File: src/hw/alu_pkg.sv
package alu_pkg;

    // ALU opcodes, as held in CMD bits 3:0
    typedef enum logic [3:0] {
        op_add    = 4'd0,
        op_sub    = 4'd1,
        op_shl    = 4'd2,  // Ones fill from the right
        op_shr    = 4'd3,  // Ones fill from the left
        op_pass   = 4'd4,
        op_ldhi   = 4'd5,
        op_ldlo   = 4'd6,
        op_pass2  = 4'd7,
        op_cmp_eq = 4'd8,
        op_cmp_lt = 4'd9,
        op_cmp_gt = 4'd10,
        op_not    = 4'd11,
        op_and    = 4'd12,
        op_not2   = 4'd13,
        op_jmp    = 4'd14,
        op_jcond  = 4'd15
    } alu_op_e;

    // One command as seen by the core
    typedef struct packed {
        alu_op_e     op;
        logic [31:0] a;
        logic [31:0] b;
        logic [31:0] base;  // Branch target
        logic [15:0] imm;
    } alu_cmd_t;

    typedef struct packed {
        logic [31:0] result;
        logic        cmp_valid;
        logic        cmp_true;
        logic        jump;
        logic [31:0] naddr;
    } alu_rsp_t;

    typedef struct packed {
        logic cond;
        logic aux;
    } flag_t;

    // Wishbone classic, master to slave
    typedef struct packed {
        logic        cyc;
        logic        stb;
        logic        we;
        logic [4:0]  adr;  // Byte offset
        logic [31:0] dat;
        logic [3:0]  sel;
    } wb_req_t;

    typedef struct packed {
        logic        ack;
        logic [31:0] dat;
    } wb_rsp_t;

    // Register map
    localparam logic [4:0] REG_A      = 5'h00;
    localparam logic [4:0] REG_B      = 5'h04;
    localparam logic [4:0] REG_BASE   = 5'h08;
    localparam logic [4:0] REG_CMD    = 5'h0C;  // Write starts the operation
    localparam logic [4:0] REG_RESULT = 5'h10;
    localparam logic [4:0] REG_STATUS = 5'h14;  // {jump, aux, cond}
    localparam logic [4:0] REG_NADDR  = 5'h18;

endpackage

File: src/hw/alu_core.sv
module alu_core (
    input  alu_pkg::alu_cmd_t cmd,
    input  alu_pkg::flag_t    flags,
    output alu_pkg::alu_rsp_t rsp
);
    import alu_pkg::*;

    logic        is_sub;
    logic [31:0] add_b;
    logic [31:0] sum;
    logic        carry;

    logic [31:0] shl_res;
    logic [31:0] shr_res;
    logic [31:0] ldhi_res;
    logic [31:0] ldlo_res;

    logic        a_eq_b;
    logic        a_lt_b;
    logic        a_gt_b;
    logic        take_branch;

    assign is_sub = (cmd.op == op_sub);

    // Ripple adder, subtract by inverting b with carry in set
    always_comb
    begin
        add_b = is_sub ? ~cmd.b : cmd.b;
        carry = is_sub;
        for (int i = 0; i < 32; i++)
        begin
            sum[i] = cmd.a[i] ^ add_b[i] ^ carry;
            carry  = (cmd.a[i] & add_b[i]) | (cmd.a[i] & carry) | (add_b[i] & carry);
        end
    end

    // Ones fill by shifting the inverted operand
    assign shl_res = ~((~cmd.a) << cmd.b[4:0]);
    assign shr_res = ~((~cmd.a) >> cmd.b[4:0]);

    // Half-word immediate merge
    assign ldhi_res = {cmd.imm, cmd.a[15:0]};
    assign ldlo_res = {cmd.a[31:16], cmd.imm};

    assign a_eq_b = (cmd.a == cmd.b);
    assign a_lt_b = (cmd.a < cmd.b);  // Unsigned
    assign a_gt_b = (cmd.a > cmd.b);

    always_comb
    begin
        case (cmd.op)
            op_jmp:   take_branch = 1'b1;
            op_jcond: take_branch = flags.cond;
            default:  take_branch = 1'b0;
        endcase
    end

    always_comb
    begin
        rsp.result    = '0;
        rsp.cmp_valid = 1'b0;
        rsp.cmp_true  = 1'b0;
        case (cmd.op)
            op_add, op_sub:   rsp.result = sum;
            op_shl:           rsp.result = shl_res;
            op_shr:           rsp.result = shr_res;
            op_pass, op_pass2: rsp.result = cmd.a;
            op_ldhi:          rsp.result = ldhi_res;
            op_ldlo:          rsp.result = ldlo_res;
            op_cmp_eq:
            begin
                rsp.cmp_valid = 1'b1;
                rsp.cmp_true  = a_eq_b;
            end
            op_cmp_lt:
            begin
                rsp.cmp_valid = 1'b1;
                rsp.cmp_true  = a_lt_b;
            end
            op_cmp_gt:
            begin
                rsp.cmp_valid = 1'b1;
                rsp.cmp_true  = a_gt_b;
            end
            default:          rsp.result = '0;  // Flag and branch ops
        endcase
    end

    assign rsp.jump  = take_branch;
    assign rsp.naddr = take_branch ? cmd.base : '0;

    // Register block always presents a defined opcode once out of reset
    always_comb
    begin
        assert final (!$isunknown(cmd.op))
        else $error("alu_core: opcode is unknown");
    end

endmodule

File: src/hw/alu_flags.sv
module alu_flags (
    input  logic             clock,
    input  logic             arst_n,
    input  logic             exec,
    input  alu_pkg::alu_op_e op,
    input  logic             cmp_valid,
    input  logic             cmp_true,
    input  logic             aux_we,
    input  logic             aux_in,
    output alu_pkg::flag_t   flags
);
    import alu_pkg::*;

    logic cond_q;
    logic aux_q;

    always_ff @(posedge clock or negedge arst_n)
    begin
        if (!arst_n)
        begin
            cond_q <= 1'b0;
            aux_q  <= 1'b0;
        end
        else if (exec)
        begin
            if (cmp_valid)
            begin
                cond_q <= cmp_true;
            end
            else
            begin
                case (op)
                    op_not, op_not2: cond_q <= ~cond_q;
                    op_and:          cond_q <= cond_q & aux_q;  // Uses aux before this write
                    default:         cond_q <= cond_q;
                endcase
            end
            if (aux_we)
            begin
                aux_q <= aux_in;
            end
        end
    end

    assign flags.cond = cond_q;
    assign flags.aux  = aux_q;

    // Core reports a compare outcome only for a compare opcode from the register block
    assert property (@(posedge clock) disable iff (!arst_n)
        cmp_valid |-> (op inside {op_cmp_eq, op_cmp_lt, op_cmp_gt}))
    else $error("alu_flags: compare outcome on a non-compare opcode");

endmodule

File: src/hw/alu_regs.sv
module alu_regs (
    input  logic              clock,
    input  logic              arst_n,
    input  alu_pkg::wb_req_t  wb_req,
    output alu_pkg::wb_rsp_t  wb_rsp,
    output alu_pkg::alu_cmd_t cmd,
    output logic              exec,
    output logic              aux_we,
    output logic              aux_in,
    input  alu_pkg::alu_rsp_t rsp,
    input  alu_pkg::flag_t    flags
);
    import alu_pkg::*;

    logic [31:0] a_q;
    logic [31:0] b_q;
    logic [31:0] base_q;
    logic [31:0] cmd_q;
    logic [31:0] result_q;
    logic [31:0] naddr_q;
    logic        jump_q;
    logic        ack_q;
    logic        exec_q;
    logic [31:0] rdat_q;
    logic [31:0] rdat;
    logic        access;
    logic        wr;
    logic        updates_result;

    function automatic logic [31:0] byte_merge(
        input logic [31:0] old_val,
        input logic [31:0] wdat,
        input logic [3:0]  sel
    );
        logic [31:0] merged;
        merged = old_val;
        for (int i = 0; i < 4; i++)
        begin
            if (sel[i])
            begin
                merged[8*i +: 8] = wdat[8*i +: 8];
            end
        end
        return merged;
    endfunction

    // New transfer seen, ack goes out next cycle
    assign access = wb_req.cyc & wb_req.stb & ~ack_q;
    assign wr     = access & wb_req.we;

    // Compare and flag ops leave RESULT, STATUS jump and NADDR alone
    assign updates_result = !(cmd.op inside {[op_cmp_eq:op_not2]});

    always_ff @(posedge clock or negedge arst_n)
    begin
        if (!arst_n)
        begin
            ack_q  <= 1'b0;
            exec_q <= 1'b0;
        end
        else
        begin
            ack_q  <= access;
            exec_q <= wr && (wb_req.adr == REG_CMD);
        end
    end

    always_ff @(posedge clock or negedge arst_n)
    begin
        if (!arst_n)
        begin
            a_q    <= '0;
            b_q    <= '0;
            base_q <= '0;
            cmd_q  <= '0;
        end
        else if (wr)
        begin
            case (wb_req.adr)
                REG_A:    a_q    <= byte_merge(a_q, wb_req.dat, wb_req.sel);
                REG_B:    b_q    <= byte_merge(b_q, wb_req.dat, wb_req.sel);
                REG_BASE: base_q <= byte_merge(base_q, wb_req.dat, wb_req.sel);
                REG_CMD:  cmd_q  <= wb_req.dat;  // Whole word
                default:  ;
            endcase
        end
    end

    // Capture at the edge that ends the CMD cycle
    always_ff @(posedge clock or negedge arst_n)
    begin
        if (!arst_n)
        begin
            result_q <= '0;
            jump_q   <= 1'b0;
            naddr_q  <= '0;
        end
        else if (exec_q && updates_result)
        begin
            result_q <= rsp.result;
            jump_q   <= rsp.jump;
            if (rsp.jump)
            begin
                naddr_q <= rsp.naddr;
            end
        end
    end

    always_comb
    begin
        case (wb_req.adr)
            REG_A:      rdat = a_q;
            REG_B:      rdat = b_q;
            REG_BASE:   rdat = base_q;
            REG_CMD:    rdat = cmd_q;
            REG_RESULT: rdat = result_q;
            REG_STATUS: rdat = {29'd0, jump_q, flags.aux, flags.cond};
            REG_NADDR:  rdat = naddr_q;
            default:    rdat = '0;
        endcase
    end

    always_ff @(posedge clock)
    begin
        if (access && !wb_req.we)
        begin
            rdat_q <= rdat;
        end
    end

    assign wb_rsp.ack = ack_q;
    assign wb_rsp.dat = rdat_q;

    assign cmd.op   = alu_op_e'(cmd_q[3:0]);
    assign cmd.a    = a_q;
    assign cmd.b    = b_q;
    assign cmd.base = base_q;
    assign cmd.imm  = cmd_q[31:16];

    assign exec   = exec_q;
    assign aux_we = cmd_q[8];
    assign aux_in = cmd_q[9];

    // Master holds its request through the ack cycle
    assert property (@(posedge clock) disable iff (!arst_n)
        ack_q |-> (wb_req.cyc && wb_req.stb))
    else $error("alu_regs: ack without a held request");

    // Exec only in the ack cycle of a CMD write
    assert property (@(posedge clock) disable iff (!arst_n)
        exec_q |-> (ack_q && wb_req.we && (wb_req.adr == REG_CMD)))
    else $error("alu_regs: exec without an acked CMD write");

endmodule

File: src/hw/alu_unit.sv
module alu_unit (
    input  logic             clock,
    input  logic             arst_n,
    input  alu_pkg::wb_req_t wb_req,
    output alu_pkg::wb_rsp_t wb_rsp
);
    import alu_pkg::*;

    alu_cmd_t cmd;
    alu_rsp_t rsp;
    flag_t    flags;
    logic     exec;
    logic     aux_we;
    logic     aux_in;

    alu_regs regs0 (
        .clock  (clock),
        .arst_n (arst_n),
        .wb_req (wb_req),
        .wb_rsp (wb_rsp),
        .cmd    (cmd),
        .exec   (exec),
        .aux_we (aux_we),
        .aux_in (aux_in),
        .rsp    (rsp),
        .flags  (flags)
    );

    alu_core core0 (
        .cmd   (cmd),
        .flags (flags),
        .rsp   (rsp)
    );

    alu_flags flags0 (
        .clock     (clock),
        .arst_n    (arst_n),
        .exec      (exec),
        .op        (cmd.op),
        .cmp_valid (rsp.cmp_valid),
        .cmp_true  (rsp.cmp_true),
        .aux_we    (aux_we),
        .aux_in    (aux_in),
        .flags     (flags)
    );

endmodule

File: config.mk
export PLATFORM = sky130hd
export DESIGN_NAME = alu_unit
export DESIGN_NICKNAME = d
export VERILOG_FILES = /design/src/hw/alu_pkg.sv /design/src/hw/alu_core.sv /design/src/hw/alu_flags.sv /design/src/hw/alu_regs.sv /design/src/hw/alu_unit.sv
export SDC_FILE = /design/constraint.sdc
export NUM_CORES = 1
export LEC_CHECK = 0
export BUFFER_PORTS_ARGS = -buffer_cell sky130_fd_sc_hd__buf_2
export CORE_MARGIN = 2
export CORE_UTILIZATION = 45
export DETAILED_ROUTE_END_ITERATION = 16
export SLEW_MARGIN = 20
export SYNTH_ARGS = -nofsm -noshare
export SYNTH_HDL_FRONTEND = slang
export SYNTH_SLANG_ARGS = --single-unit
export TNS_END_PERCENT = 50
File: constraint.sdc
create_clock -name clock -period 34.6 [get_ports clock]
set_input_delay 5.19 -clock clock [delete_from_list [all_inputs] [get_ports clock]]
set_output_delay 5.19 -clock clock [all_outputs]
set_load 0.1 [all_outputs]
======== Word level (Yosys, flattened, before mapping) ========
Cells that the tools add are included.
W data, S select, Z words.
storage, ports and cells
  flip-flop bits (word level) ............. 229
  input bits .............................. 46
  output and inout bits ................... 33
  word-level logic and storage cells ...... 313
operators by class
  $lt $le $gt $ge ......................... 4
  equality and inequality tests ........... 22
  shift-type cells ........................ 2
  muxes and demuxes ....................... 7
  bitwise gates (word level) .............. 229
  reduce and logical (&&, ||, !) cells .... 28
operators by type and width
  operator              number
  $pmux W32 S7          1
  $pmux W32 S6          1
  $not A32 Y32          4
  $and A1 B1 Y1         97
  $xor A1 B1 Y1         64
  $or A1 B1 Y1          62
  $reduce_and A3 Y1     12
  $eq A32 B32 Y1        1
  $eq A4 B4 Y1 const B  8
  $gt A32 B32 Y1        1
  $lt A32 B32 Y1        1
  $mux W32              1
  $shl A32 B5 Y32       1
  $shr A32 B5 Y32       1
  $eq A4 B3 Y1 const B  4
  $eq A5 B5 Y1 const B  3
  $eq A5 B4 Y1 const B  2
  $eq A4 B2 Y1 const B  2
  $reduce_and A2 Y1     4
  $pmux W2 S3           1
  $reduce_or A2 Y1      3
  $eq A5 B3 Y1 const B  1
  $logic_not A5 Y1      1
  $eq A4 B1 Y1 const B  1
  other kinds (9)       15

======== Longest topological paths before layout ========
Gate-level depths: netlist (run 1).
  word-level depth ........................ 97
  mapped depth ............................ 44
  depth with buffers taken out ............ 40

======== Cells and area by module ========
A second synthesis (run 1) with hierarchy kept.
second synthesis, totals
  cells, all modules ...................... 1378
  area total of the unflattened synthesis .. 16096.7 um^2
by module, submodules not included
  module     instances  cells each  area an instance (um^2)  seq. area each (um^2)
  alu_regs   1          637         9974.6                   5840.6
  alu_core   1          727         5972.0                   0.0
  alu_flags  1          14          150.1                    50.0

======== Worst setup path after synthesis (run 1) ========
OpenSTA, ideal clock, no wires.
  path type ............................... flip-flop to flip-flop
  from .................................... register regs0.cmd_q[1]
  to ...................................... register regs0.result_q[31]
  setup time .............................. 135 ps
  arrival ................................. 14317 ps
  required time ........................... 34465 ps
  setup slack ............................. 20148 ps
  cell stages (with the launch flop) ...... 45
  path buffers ............................ 4
  clock period less this slack ............ 14452 ps
  path through ............................ dfrtp_1 buf_2 clkbuf_1 or3_1 clkbuf_1 nor2_1 buf_2 xnor2_1 fa_1 fa_1 inv_1 fa_1 fa_1 fa_1 fa_1 fa_1 fa_1 fa_1 [9 not listed] fa_1 fa_1 fa_1 fa_1 fa_1 fa_1 fa_1 fa_1 fa_1 fa_1 fa_1 inv_1 fa_1 xnor2_1 xnor2_1 o221ai_1 a221oi_1 o31ai_1
on the way
  word-level cells in the longest chain between the ends .. 97
  elaborated cells on any way between the ends .. 174
  those cells by class .................... 2 x order compare; 7 x eq/ne; 2 x mux; 157 x bitwise; 6 x reduce/logical
ends and longest elaborated chain
  item                       line                            source
  start: declaration         alu_regs.sv:18                  logic [31:0] cmd_q;
  start signal: assignment   alu_regs.sv:83                  REG_CMD: cmd_q <= wb_req.dat;
  $eq A4 B1 Y1               alu_core.sv:23, alu_core.sv:63
  $mux W32                   alu_core.sv:28                  add_b = is_sub ? ~cmd.b : cmd.b;
  $and A1 B1 Y1              alu_core.sv:33                  carry = (cmd.a[i] & add_b[i]) | (cmd.a[i] & carry) | (add_b[i] & carry);
  $or A1 B1 Y1 (2 in a row)  alu_core.sv:33
  $and A1 B1 Y1              alu_core.sv:33
  $or A1 B1 Y1 (2 in a row)  alu_core.sv:33
  $and A1 B1 Y1              alu_core.sv:33
  $or A1 B1 Y1 (2 in a row)  alu_core.sv:33
  [75 not listed]            -
  $and A1 B1 Y1              alu_core.sv:33
  $or A1 B1 Y1 (2 in a row)  alu_core.sv:33
  $and A1 B1 Y1              alu_core.sv:33
  $or A1 B1 Y1 (2 in a row)  alu_core.sv:33
  $and A1 B1 Y1              alu_core.sv:33
  $or A1 B1 Y1 (2 in a row)  alu_core.sv:33
  $xor A1 B1 Y1              alu_core.sv:32                  sum[i] = cmd.a[i] ^ add_b[i] ^ carry;
  $pmux W32 S6               alu_core.sv:63                  case (cmd.op)
  end signal: assignment     alu_regs.sv:100                 result_q <= rsp.result;
  end: declaration           alu_regs.sv:19                  logic [31:0] result_q;
Several ways; a longest one is shown, not always the timed one.
A chain may end at the register's enable or synchronous reset.

======== Worst setup path in the final report (run 1) ========
  from .................................... register regs0.cmd_q[2]
  to ...................................... register regs0.result_q[31]
Same word-level chain as after synthesis.

==> flow_summary.ini, run 1 <==
[route]
drt-total-wl_mm = 54.4
first_pass_iters = 8
vias = 12700
detail-route-antenna-nets = 0
wl_met3_mm = 4.92
wl_met2_mm = 24.5
top_layer = met4
wire_per_inst_um = 28.4
viasPerCell = 6.62
drtIter0Drc = 1450
drc = 0
m1WireLength_mm = 23.6

[run]
cap_violations = 0

[clock_network]
root_buffer = clkbuf_16
cts_tree = built
post_cts_buffers = 0
clk_path_buf_depth = 3
cts.clk_slew.worst_paths_ns = 0.07
clock_latency_ns = 0.55
post_cts_resized = 0
cts_hold_buf = 0
cts_buffers = 26
cts_sinks = 229
htree_num_levels = 1

[die]
dieHeight_um = 189
die_w_um = 189
core_area_sq_mm = 0.0336
ios = 79
num_rows = 67
initial_utilization_pct = 45.7
die-area_sq_mm = 0.0356

[pwr]
power.leakage_nw = 7.34
total_power_w = 0.000747
combPwrFrac_pct = 21.3
p_switching_w = 0.000232
seqPwrFrac_pct = 41.1
peakVddDrop_uv = 38.0
power_density_mw_per_mm2 = 44.2
clkPwrFrac_pct = 37.7
p_int_w = 0.000515
switching_share_pct = 31.1

[timing]
finalSetupViolations = 0
skew_ns = 0.0184
worst_pin_slew_ns = 1.13
layout_min_cycle_time_ns = 15.53
final-max-slew-violation-count = 0
slew_headroom_pct = 24.6
fmax_mhz = 64.4
final.setup.tns_ns = 0
rsz0062_at_grt = false
period_share_pct = 44.9
finalHoldViolations = 0
whs_ns = 0.490

[cells_and_area]
design_area_sq_mm = 0.0169
antennaDiodeCount = 0
layout.cells.non_filler = 1913
multi_input_area_sq_mm = 0.00883
final_layout_size_suffix_gt1_share_pct = 26.6
syn_to_final_growth_pct = 10.1
n_fill_cell = 3042
regArea_sq_mm = 0.00590
nets = 1554

[worst_setup_path]
crit_path_end_kind = flop
cp_data_arrival_time_ns = 15.91
critPathKind = reg2reg
slowest_stage = dfrtp_1
crit_top_cell = fa_1
critPathMaxFanout = 30
crit_required_ns = 34.98
critPathMaxStageDelay_ns = 0.67
start_kind = flop

[grt]
grtUsageTotal_pct = 30.8
antenna_found_initial = 0
grt_pass1_wl_mm = 82.7
grt_pass1_vias = 12500
grt_max_degree = 69
overflow = 0

[yosys]
synthCells = 1438
yosysTopAreaCellShare_pct = 32.1
synth.area.top_cells = dfrtp_1 (32%), mux2_2 (13%), mux4_2 (7.2%)
yosys_warnings = 0
synth_edf_count = 32
ys_types = 70
yosysTopAreaCell = dfrtp_1
synth_area_per_cell_sq_um = 10.7
syn_nets = 1547
synth_ff_type = dfrtp_1
synth_common_cells = dfrtp_1 (197), mux2_2 (174), a22oi_1 (106)
ys_seq_area_share_pct = 38.3
synthArstFlopShare_pct = 86.0
synth_most_common_cell = dfrtp_1
netlist_area_sq_mm = 0.0154
ys_ff_latch = 229

[placement]
dpl_cell_area_sq_mm = 0.0160
hpwl_mm = 39.0
io_buffers = 78
placed_cells = 1865
gp_congestion = 1.00

[worst_hold_path]
hold_class = reg2reg

[outcome]
outcome = completed
==> flip-flops by register name (all words and copies together), names as in the netlist <==
name / cells
regs0.rdat_q: 32
regs0.a_q: 32
regs0.cmd_q: 32
regs0.exec: 1
regs0.jump_q: 1
regs0.ack_q: 1
flags0.cond_q: 1
regs0.base_q: 32
regs0.result_q: 32
regs0.naddr_q: 32
flags0.aux_q: 1
regs0.b_q: 32
==> critical path: cells and delay by family (launching register included) <==
family / cells / cell delay, ns
buf+inv: 3 / 0.60
compound gates: 3 / 0.53
xor+xnor: 3 / 0.47
flops: 1 / 0.67
simple gates: 2 / 0.79
fa+ha+maj: 30 / 12.26
==> per-stage QoR <==
step / setup WS [ns] / utilization, %
5_1_grt: 18.50 / 50.3
2_1_floorplan: 20.15 / -
6_report: 19.07 / 50.3
4_1_cts: 19.03 / 50.3
3_3_place_gp: 19.24 / 47.7
3_5_place_dp: 19.06 / 47.7
==> power groups by stage <==
stage / clock network [W] / registers [W] / logic [W]
6_report: 0.000281 / 0.000307 / 0.000159
5_1_grt: 0.000297 / 0.000308 / 0.000173
4_1_cts: 0.000285 / 0.000306 / 0.000156
3_5_place_dp: 0 / 0.000311 / 0.000155
3_3_place_gp: 0 / 0.000311 / 0.000154
2_1_floorplan: 0 / 0.000303 / 0.000105
==> cells by family (layout without fill, tap and decap cells) <==
group	Yosys count	in the layout	share of synthesized area, %
xor+xnor	33	33	1.88
compound gates	361	361	15.7
simple gates	309	309	9.03
buf+inv	170	197	4.63
fa+ha+maj	63	63	6.59
flops	229	229	38.3
mux	273	273	23.8
==> cells in the final DEF (no fill, tap or decap), drive strengths merged, types with 4 or more instances in the layout <==
cell	count
a22oi	106
nor2b	5
dfrtp	197
o22ai	9
nor3	26
mux4	55
clkbuf	42
a211oi	12
o21ai	67
nand2	94
mux2	177
a221o	5
o211ai	9
a211o	4
o31ai	4
ha	33
mux2i	41
edfxtp	32
clkinvlp	4
and3	6
or3	6
nand3	48
inv	43
a222oi	4
nand4	10
a21oi	81
nand2b	11
nor2	94
buf	104
o221ai	9
a21o	4
a31oi	11
xnor2	32
fa	30
a221oi	12
==> path summary, 6_finish.rpt <==
path / start / to / cells after the start / slack (ns)
worst min-delay path: regs0.jump_q / regs0.jump_q / 1 / 0.49
worst max-delay path: regs0.cmd_q[2] / regs0.result_q[31] / 41 / 19.07
max in group asynchronous: arst_n / regs0.b_q[1] / 2 / 28.59
worst min register to register: regs0.jump_q / regs0.jump_q / 1 / 0.49
worst max register to register: regs0.cmd_q[2] / regs0.result_q[31] / 41 / 19.07
min in group asynchronous: arst_n / regs0.cmd_q[22] / 1 / 4.63
==> layer usage <==
metal,global-route usage (%),up-vias
li1,-,5424
met1,45.2,6537
met2,46.4,604
met3,6.22,94
met4,8.53,0
met5,0,-
==> final cells by class <==
class | count | share of cell area, %
Tap cell | 448 | 3.31
Clock buffer | 41 | 4.54
Inverter | 44 | 0.976
Timing Repair Buffer | 105 | 3.56
Sequential cell | 229 | 34.9
Multi-Input combinational cell | 1039 | 52.2
Clock inverter | 7 | 0.584
No activity file was read; power rests on OpenSTA's default activity.
==> inputs of run 2 (changes only) <==
Settings changed: ABC_AREA set to 1.
Clock period 34.6 ns to 15.4 ns, I/O delays scaled along.
==> run 2 against run 1 <==
First-iteration DRC count rose by 4.2%. Register-to-register slack got worse by 18 ns. Sequential power up 110%. Clock skew hardly changed. Design area decreased by 0.33%. Utilization shrank 0.29 points. Hold slack worse by 0.016 ns. Wire length increased by 5.5%. Setup slack got worse by 18 ns.
==> flow_summary.ini, run 2 <==
[clock_network]
cts_tree = built
post_cts_buffers = 0
cts_buffers = 25
cts_sinks = 229
root_buffer = clkbuf_16
cts.clk_slew.worst_paths_ns = 0.06
htree_num_levels = 1
clk_path_buf_depth = 3
clock_latency_ns = 0.54

[yosys]
synthCells = 2057
yosysTopAreaCellShare_pct = 31.8
ys_ff_latch = 229
ys_seq_area_share_pct = 38.1
synth_compound_area_share_pct = 13.4
synth_mux_area_share_pct = 0.655
ys_types = 46
synthSimpleGateAreaFrac_pct = 31.0
synth_edf_count = 32
yosys_warnings = 0
synthArstFlopShare_pct = 86.0
syn_nets = 2166
synth-xor-area-share_pct = 1.81
netlist_area_sq_mm = 0.0155
synth_area_per_cell_sq_um = 7.52
synth_common_cells = nand2_1 (580), nand3_1 (345), dfrtp_1 (197)
synth.area.top_cells = dfrtp_1 (32%), nand2_1 (14%), nand3_1 (11%)
synth_top_family_by_area = simple AND/OR/NAND/NOR gates
yosys.area_share.adder_pct = 6.55
synth_most_common_cell = nand2_1
yosysTopAreaCell = dfrtp_1
synth_ff_type = dfrtp_1

[die]
die_w_um = 189
initial_utilization_pct = 45.9
num_rows = 67
core_area_sq_mm = 0.0337
ios = 79
dieHeight_um = 189
die-area_sq_mm = 0.0359

[grt]
grt_pass1_wl_mm = 88.3
grt_max_degree = 72
antenna_found_initial = 0
grtUsageTotal_pct = 32.3
overflow = 0
grt_pass1_vias = 14300

[timing]
slew_headroom_pct = 37.4
skew_ns = 0.0182
fmax_mhz = 68.3
final-max-slew-violation-count = 0
period_share_pct = 95.0
rsz0062_at_grt = false
layout_min_cycle_time_ns = 14.63
finalHoldViolations = 0
post-route-worst-setup-slack_ns = 0.767
final.setup.tns_ns = 0
worst_pin_slew_ns = 0.939
whs_ns = 0.474
finalSetupViolations = 0

[pwr]
peakVddDrop_uv = 96.5
power_density_mw_per_mm2 = 89.0
power.leakage_nw = 8.21

[route]
drc = 0
wire_per_inst_um = 22.6
vias = 14900
drtIter0Drc = 1511
drt-total-wl_mm = 57.4
viasPerCell = 5.87
detail-route-antenna-nets = 0
first_pass_iters = 6

[cells_and_area]
final_layout_size_suffix_gt1_share_pct = 11.3
design_area_sq_mm = 0.0169
fin_util_pct = 50.0
regArea_sq_mm = 0.00589
n_fill_cell = 3418
antennaDiodeCount = 0
multi_input_area_sq_mm = 0.00832
layout_common_cells = nand2_1 (580), nand3_1 (345), dfrtp_1 (195)
final_common_cell = nand2_1
syn_to_final_growth_pct = 8.92
nets = 2178

[worst_setup_path]
start_kind = flop
crit_required_ns = 15.82
crit_start = regs0.cmd_q[0]
cp_data_arrival_time_ns = 15.05
rr_startpoint = regs0.cmd_q[0]
slowest_stage = fa_1
critPathMaxStageDelay_ns = 0.48
critPathMaxFanout = 8
crit_top_cell = fa_1
critPathKind = reg2reg
crit_path_end_kind = flop

[placement]
hpwl_mm = 42.1
gp_congestion = 1.01
dpl_cell_area_sq_mm = 0.0160
io_buffers = 78
post-place-ws_ns = 0.649

[run]
cap_violations = 0

[worst_hold_path]
hold_class = reg2reg
min_from = regs0.jump_q

[outcome]
outcome = completed
[run 2: cell types whose count changed after synthesis, moves of 54 or more]
cell	delta
nand2_1	+486
o21ai_0	+69
o21ai_1	+54
mux2_2	-168
clkbuf_1	-55
inv_1	+119
nand3_1	+297
a22oi_1	-106
[run 2: kinds of logic after synthesis]
kind of cell | count (synthesis)
AO/OA/AOI/OAI | 346
XOR/XNOR | 32
adder cells (fa/ha/maj) | 63
buffers and inverters | 299
flip-flops | 229
multiplexers | 9
AND/OR/NAND/NOR | 1079
[run 2: final timing paths]
kind,slack (ns),depth (start not counted),to
max,0.77,46,regs0.result_q[31]
max in group asynchronous,12.28,2,regs0.b_q[2]
min,0.47,2,regs0.jump_q
max reg2reg,0.77,46,regs0.result_q[31]
min in group asynchronous,1.75,1,regs0.base_q[5]
min reg2reg,0.47,2,regs0.jump_q
[run 2: per-layer routing]
metal  GRT usage [%]  vias to the layer above  wire, um
li1                -                     6952         -
met1            48.4                     7237     26400
met2            49.4                      616     25100
met3            3.86                       83      4110
met4            9.21                        0      1690
met5               0                        -         0
[run 2: timing repair]
| item | in CTS | in global routing |
|---|---|---|
| hold endpoints to repair | 0 | 0 |
| endpoints found under the setup margin | 0 | 1 |
| resized for setup | 0 | 2 |
| hold buffers | 0 | 0 |
[run 2: worst max-delay path: cells and delay by family (launching register included)]
family	cells	cell delay [ns]
DFF	1	0.47
adders and majority gates	30	12.38
xor gates and xnor gates	1	0.18
AOI/OAI and AO/OA	4	0.48
buffers and inverters	5	0.61
and+or+nand+nor	6	0.39
[run 2: cell type report]
cell class / instances / area share [%]
clock buffers: 40 / 4.34
inverters: 179 / 4.03
multi-input cells: 1529 / 49.3
flip-flops and latches: 229 / 35.0
clock inverters: 5 / 0.319
repair buffers: 105 / 3.71
well taps: 448 / 3.32
[run 2: through the flow]
step                instances  total power, W
global route             2535         0.00156
floorplan                2057        0.000826
finish                   2535         0.00150
CTS                      2534         0.00151
detailed placement       2489        0.000922
global placement         2489        0.000919
[run 2: power by group]
group	leakage, nW	total, W	switching [W]	internal [W]
registers	2.96	0.000659	0.0000243	0.000634
logic	4.87	0.000257	0.000188	0.0000696
clock network	0.386	0.000585	0.000245	0.000340
==> inputs of run 3 (changes only) <==
Settings changed: ABC_AREA 1 to not set.
==> run 3 against run 2 <==
Combinational power rose by 42%. Count of clock-buffer cells in the layout fell by 5. Final cell count fell by 24%. Critical path type unchanged. First-iteration DRC count rose by 4.5%. Largest cell class unchanged. Global-route usage fell by 1.9 points. Setup slack got worse by 0.016 ns. Clock power rose by 9.6%. Sequential power rose by 3.3%. Critical path depth fell by 6.
==> flow_summary.ini, run 3 (same netlist as run 1, synthesis figures left out) <==
[clock_network]
clock_latency_ns = 0.55
cts_hold_buf = 0
root_buffer = clkbuf_16
cts_tree = built
post_cts_buffers = 0
post_cts_resized = 0
htree_num_levels = 1
cts_buffers = 26
cts_sinks = 229
cts.clk_slew.worst_paths_ns = 0.07
clk_path_buf_depth = 3

[timing]
worst_pin_slew_ns = 1.09
fmax_mhz = 68.3
post-route-worst-setup-slack_ns = 0.752
final.setup.tns_ns = 0
layout_min_cycle_time_ns = 14.65
finalHoldViolations = 0
slew_headroom_pct = 26.8
period_share_pct = 95.1
final-max-slew-violation-count = 0
skew_ns = 0.0227
finalSetupViolations = 0
whs_ns = 0.505
rsz0062_at_grt = false

[outcome]
outcome = completed

[route]
vias = 12600
viasPerCell = 6.56
detail-route-antenna-nets = 0
drc = 0
drt-total-wl_mm = 54.1
drtIter0Drc = 1579
wire_per_inst_um = 28.2
first_pass_iters = 5

[placement]
post-place-ws_ns = 0.727
gp_congestion = 1.01
io_buffers = 78
hpwl_mm = 38.8

[pwr]
peakVddDrop_uv = 89.6
power.leakage_nw = 7.37
power_density_mw_per_mm2 = 99.5

[cells_and_area]
final_common_cell = dfrtp_1
nets = 1555
layout_common_cells = dfrtp_1 (195), mux2_2 (174), a22oi_1 (106)
final_layout_size_suffix_gt1_share_pct = 26.8
syn_to_final_growth_pct = 10.2

[run]
cap_violations = 0

[grt]
overflow = 0
grt_pass1_vias = 12200
grt_pass1_wl_mm = 81.9
antenna_found_initial = 1
grt_max_degree = 85
grtUsageTotal_pct = 30.4

[die]
initial_utilization_pct = 45.7
ios = 79
dieHeight_um = 189
core_area_sq_mm = 0.0336
die_w_um = 189
num_rows = 67
die-area_sq_mm = 0.0356

[worst_setup_path]
crit_required_ns = 15.80
cp_data_arrival_time_ns = 15.05
start_kind = flop
slowest_stage = or3_1
crit_top_cell = fa_1
crit_path_end_kind = flop
critPathKind = reg2reg
critPathMaxFanout = 6
critPathMaxStageDelay_ns = 0.58

[worst_hold_path]
hold_class = reg2reg
==> run 3: cell count changes in the layout (fill, tap and decap cells not counted), moves of 31 or more <==
cell     before  now
a22oi_1       0  106
inv_1       159   40
mux2_2        6  174
mux2i_1       0   41
mux4_2        0   49
nand2_1     580   94
nand3_1     345   48
o21ai_0     134   65
o21ai_1      54    1
xnor2_1       1   32
==> run 3: final cells by class <==
| cell class | instances | area, sq um |
|---|---|---|
| fillers | 3042 | 16700 |
| multi-input cells | 1039 | 8830 |
| flip-flops and latches | 229 | 5900 |
| clock buffers | 35 | 736 |
| repair buffers | 106 | 609 |
| well taps | 448 | 561 |
| inverters | 44 | 165 |
| clock inverters | 13 | 148 |
| diodes | 1 | 2.50 |
==> run 3: final timing paths <==
check                                       start            endpoint  slack (ns)  depth (start not counted)
min in group asynchronous                  arst_n   regs0.naddr_q[21]        1.82                          1
worst max-delay path               regs0.cmd_q[3]  regs0.result_q[31]        0.75                         40
worst min register to register  regs0.naddr_q[19]   regs0.naddr_q[19]        0.50                          1
worst min-delay path            regs0.naddr_q[19]   regs0.naddr_q[19]        0.50                          1
max in group asynchronous                  arst_n        regs0.b_q[0]       12.25                          2
worst max register to register     regs0.cmd_q[3]  regs0.result_q[31]        0.75                         40
==> run 3: critical path: cells and delay by family (launching register included) <==
family          cells  cell delay (ns)
xor+xnor            3             0.44
fa+ha+maj          30            12.23
buf+inv             2             0.13
flops               1             0.37
compound gates      3             0.56
simple gates        2             0.78
==> run 3: power by group <==
part	internal [W]	total [W]	switching, W
combinational	0.000138	0.000364	0.000226
clock	0.000384	0.000641	0.000257
sequential	0.000641	0.000681	0.0000397
==> run 3: metrics by stage <==
stage / instance area [sq um] / cells / utilization (%) / power (W)
after floorplan: 15400 / 1438 / - / 0.000917
after global placement: 16100 / 1866 / 47.8 / 0.00104
after detailed placement: 16100 / 1866 / 47.8 / 0.00105
after CTS: 16900 / 1914 / 50.4 / 0.00169
after global routing: 16900 / 1914 / 50.4 / 0.00176
final: 16900 / 1915 / 50.4 / 0.00169
==> run 3: metal layers <==
layer,global-route usage (%),vias up,wire (um),part of all wire [%]
li1,-,5423,-,-
met1,46.1,6356,23300,43
met2,44.8,694,23600,44
met3,5.62,87,5710,11
met4,7.75,0,1500,2.8
met5,0,-,0,0
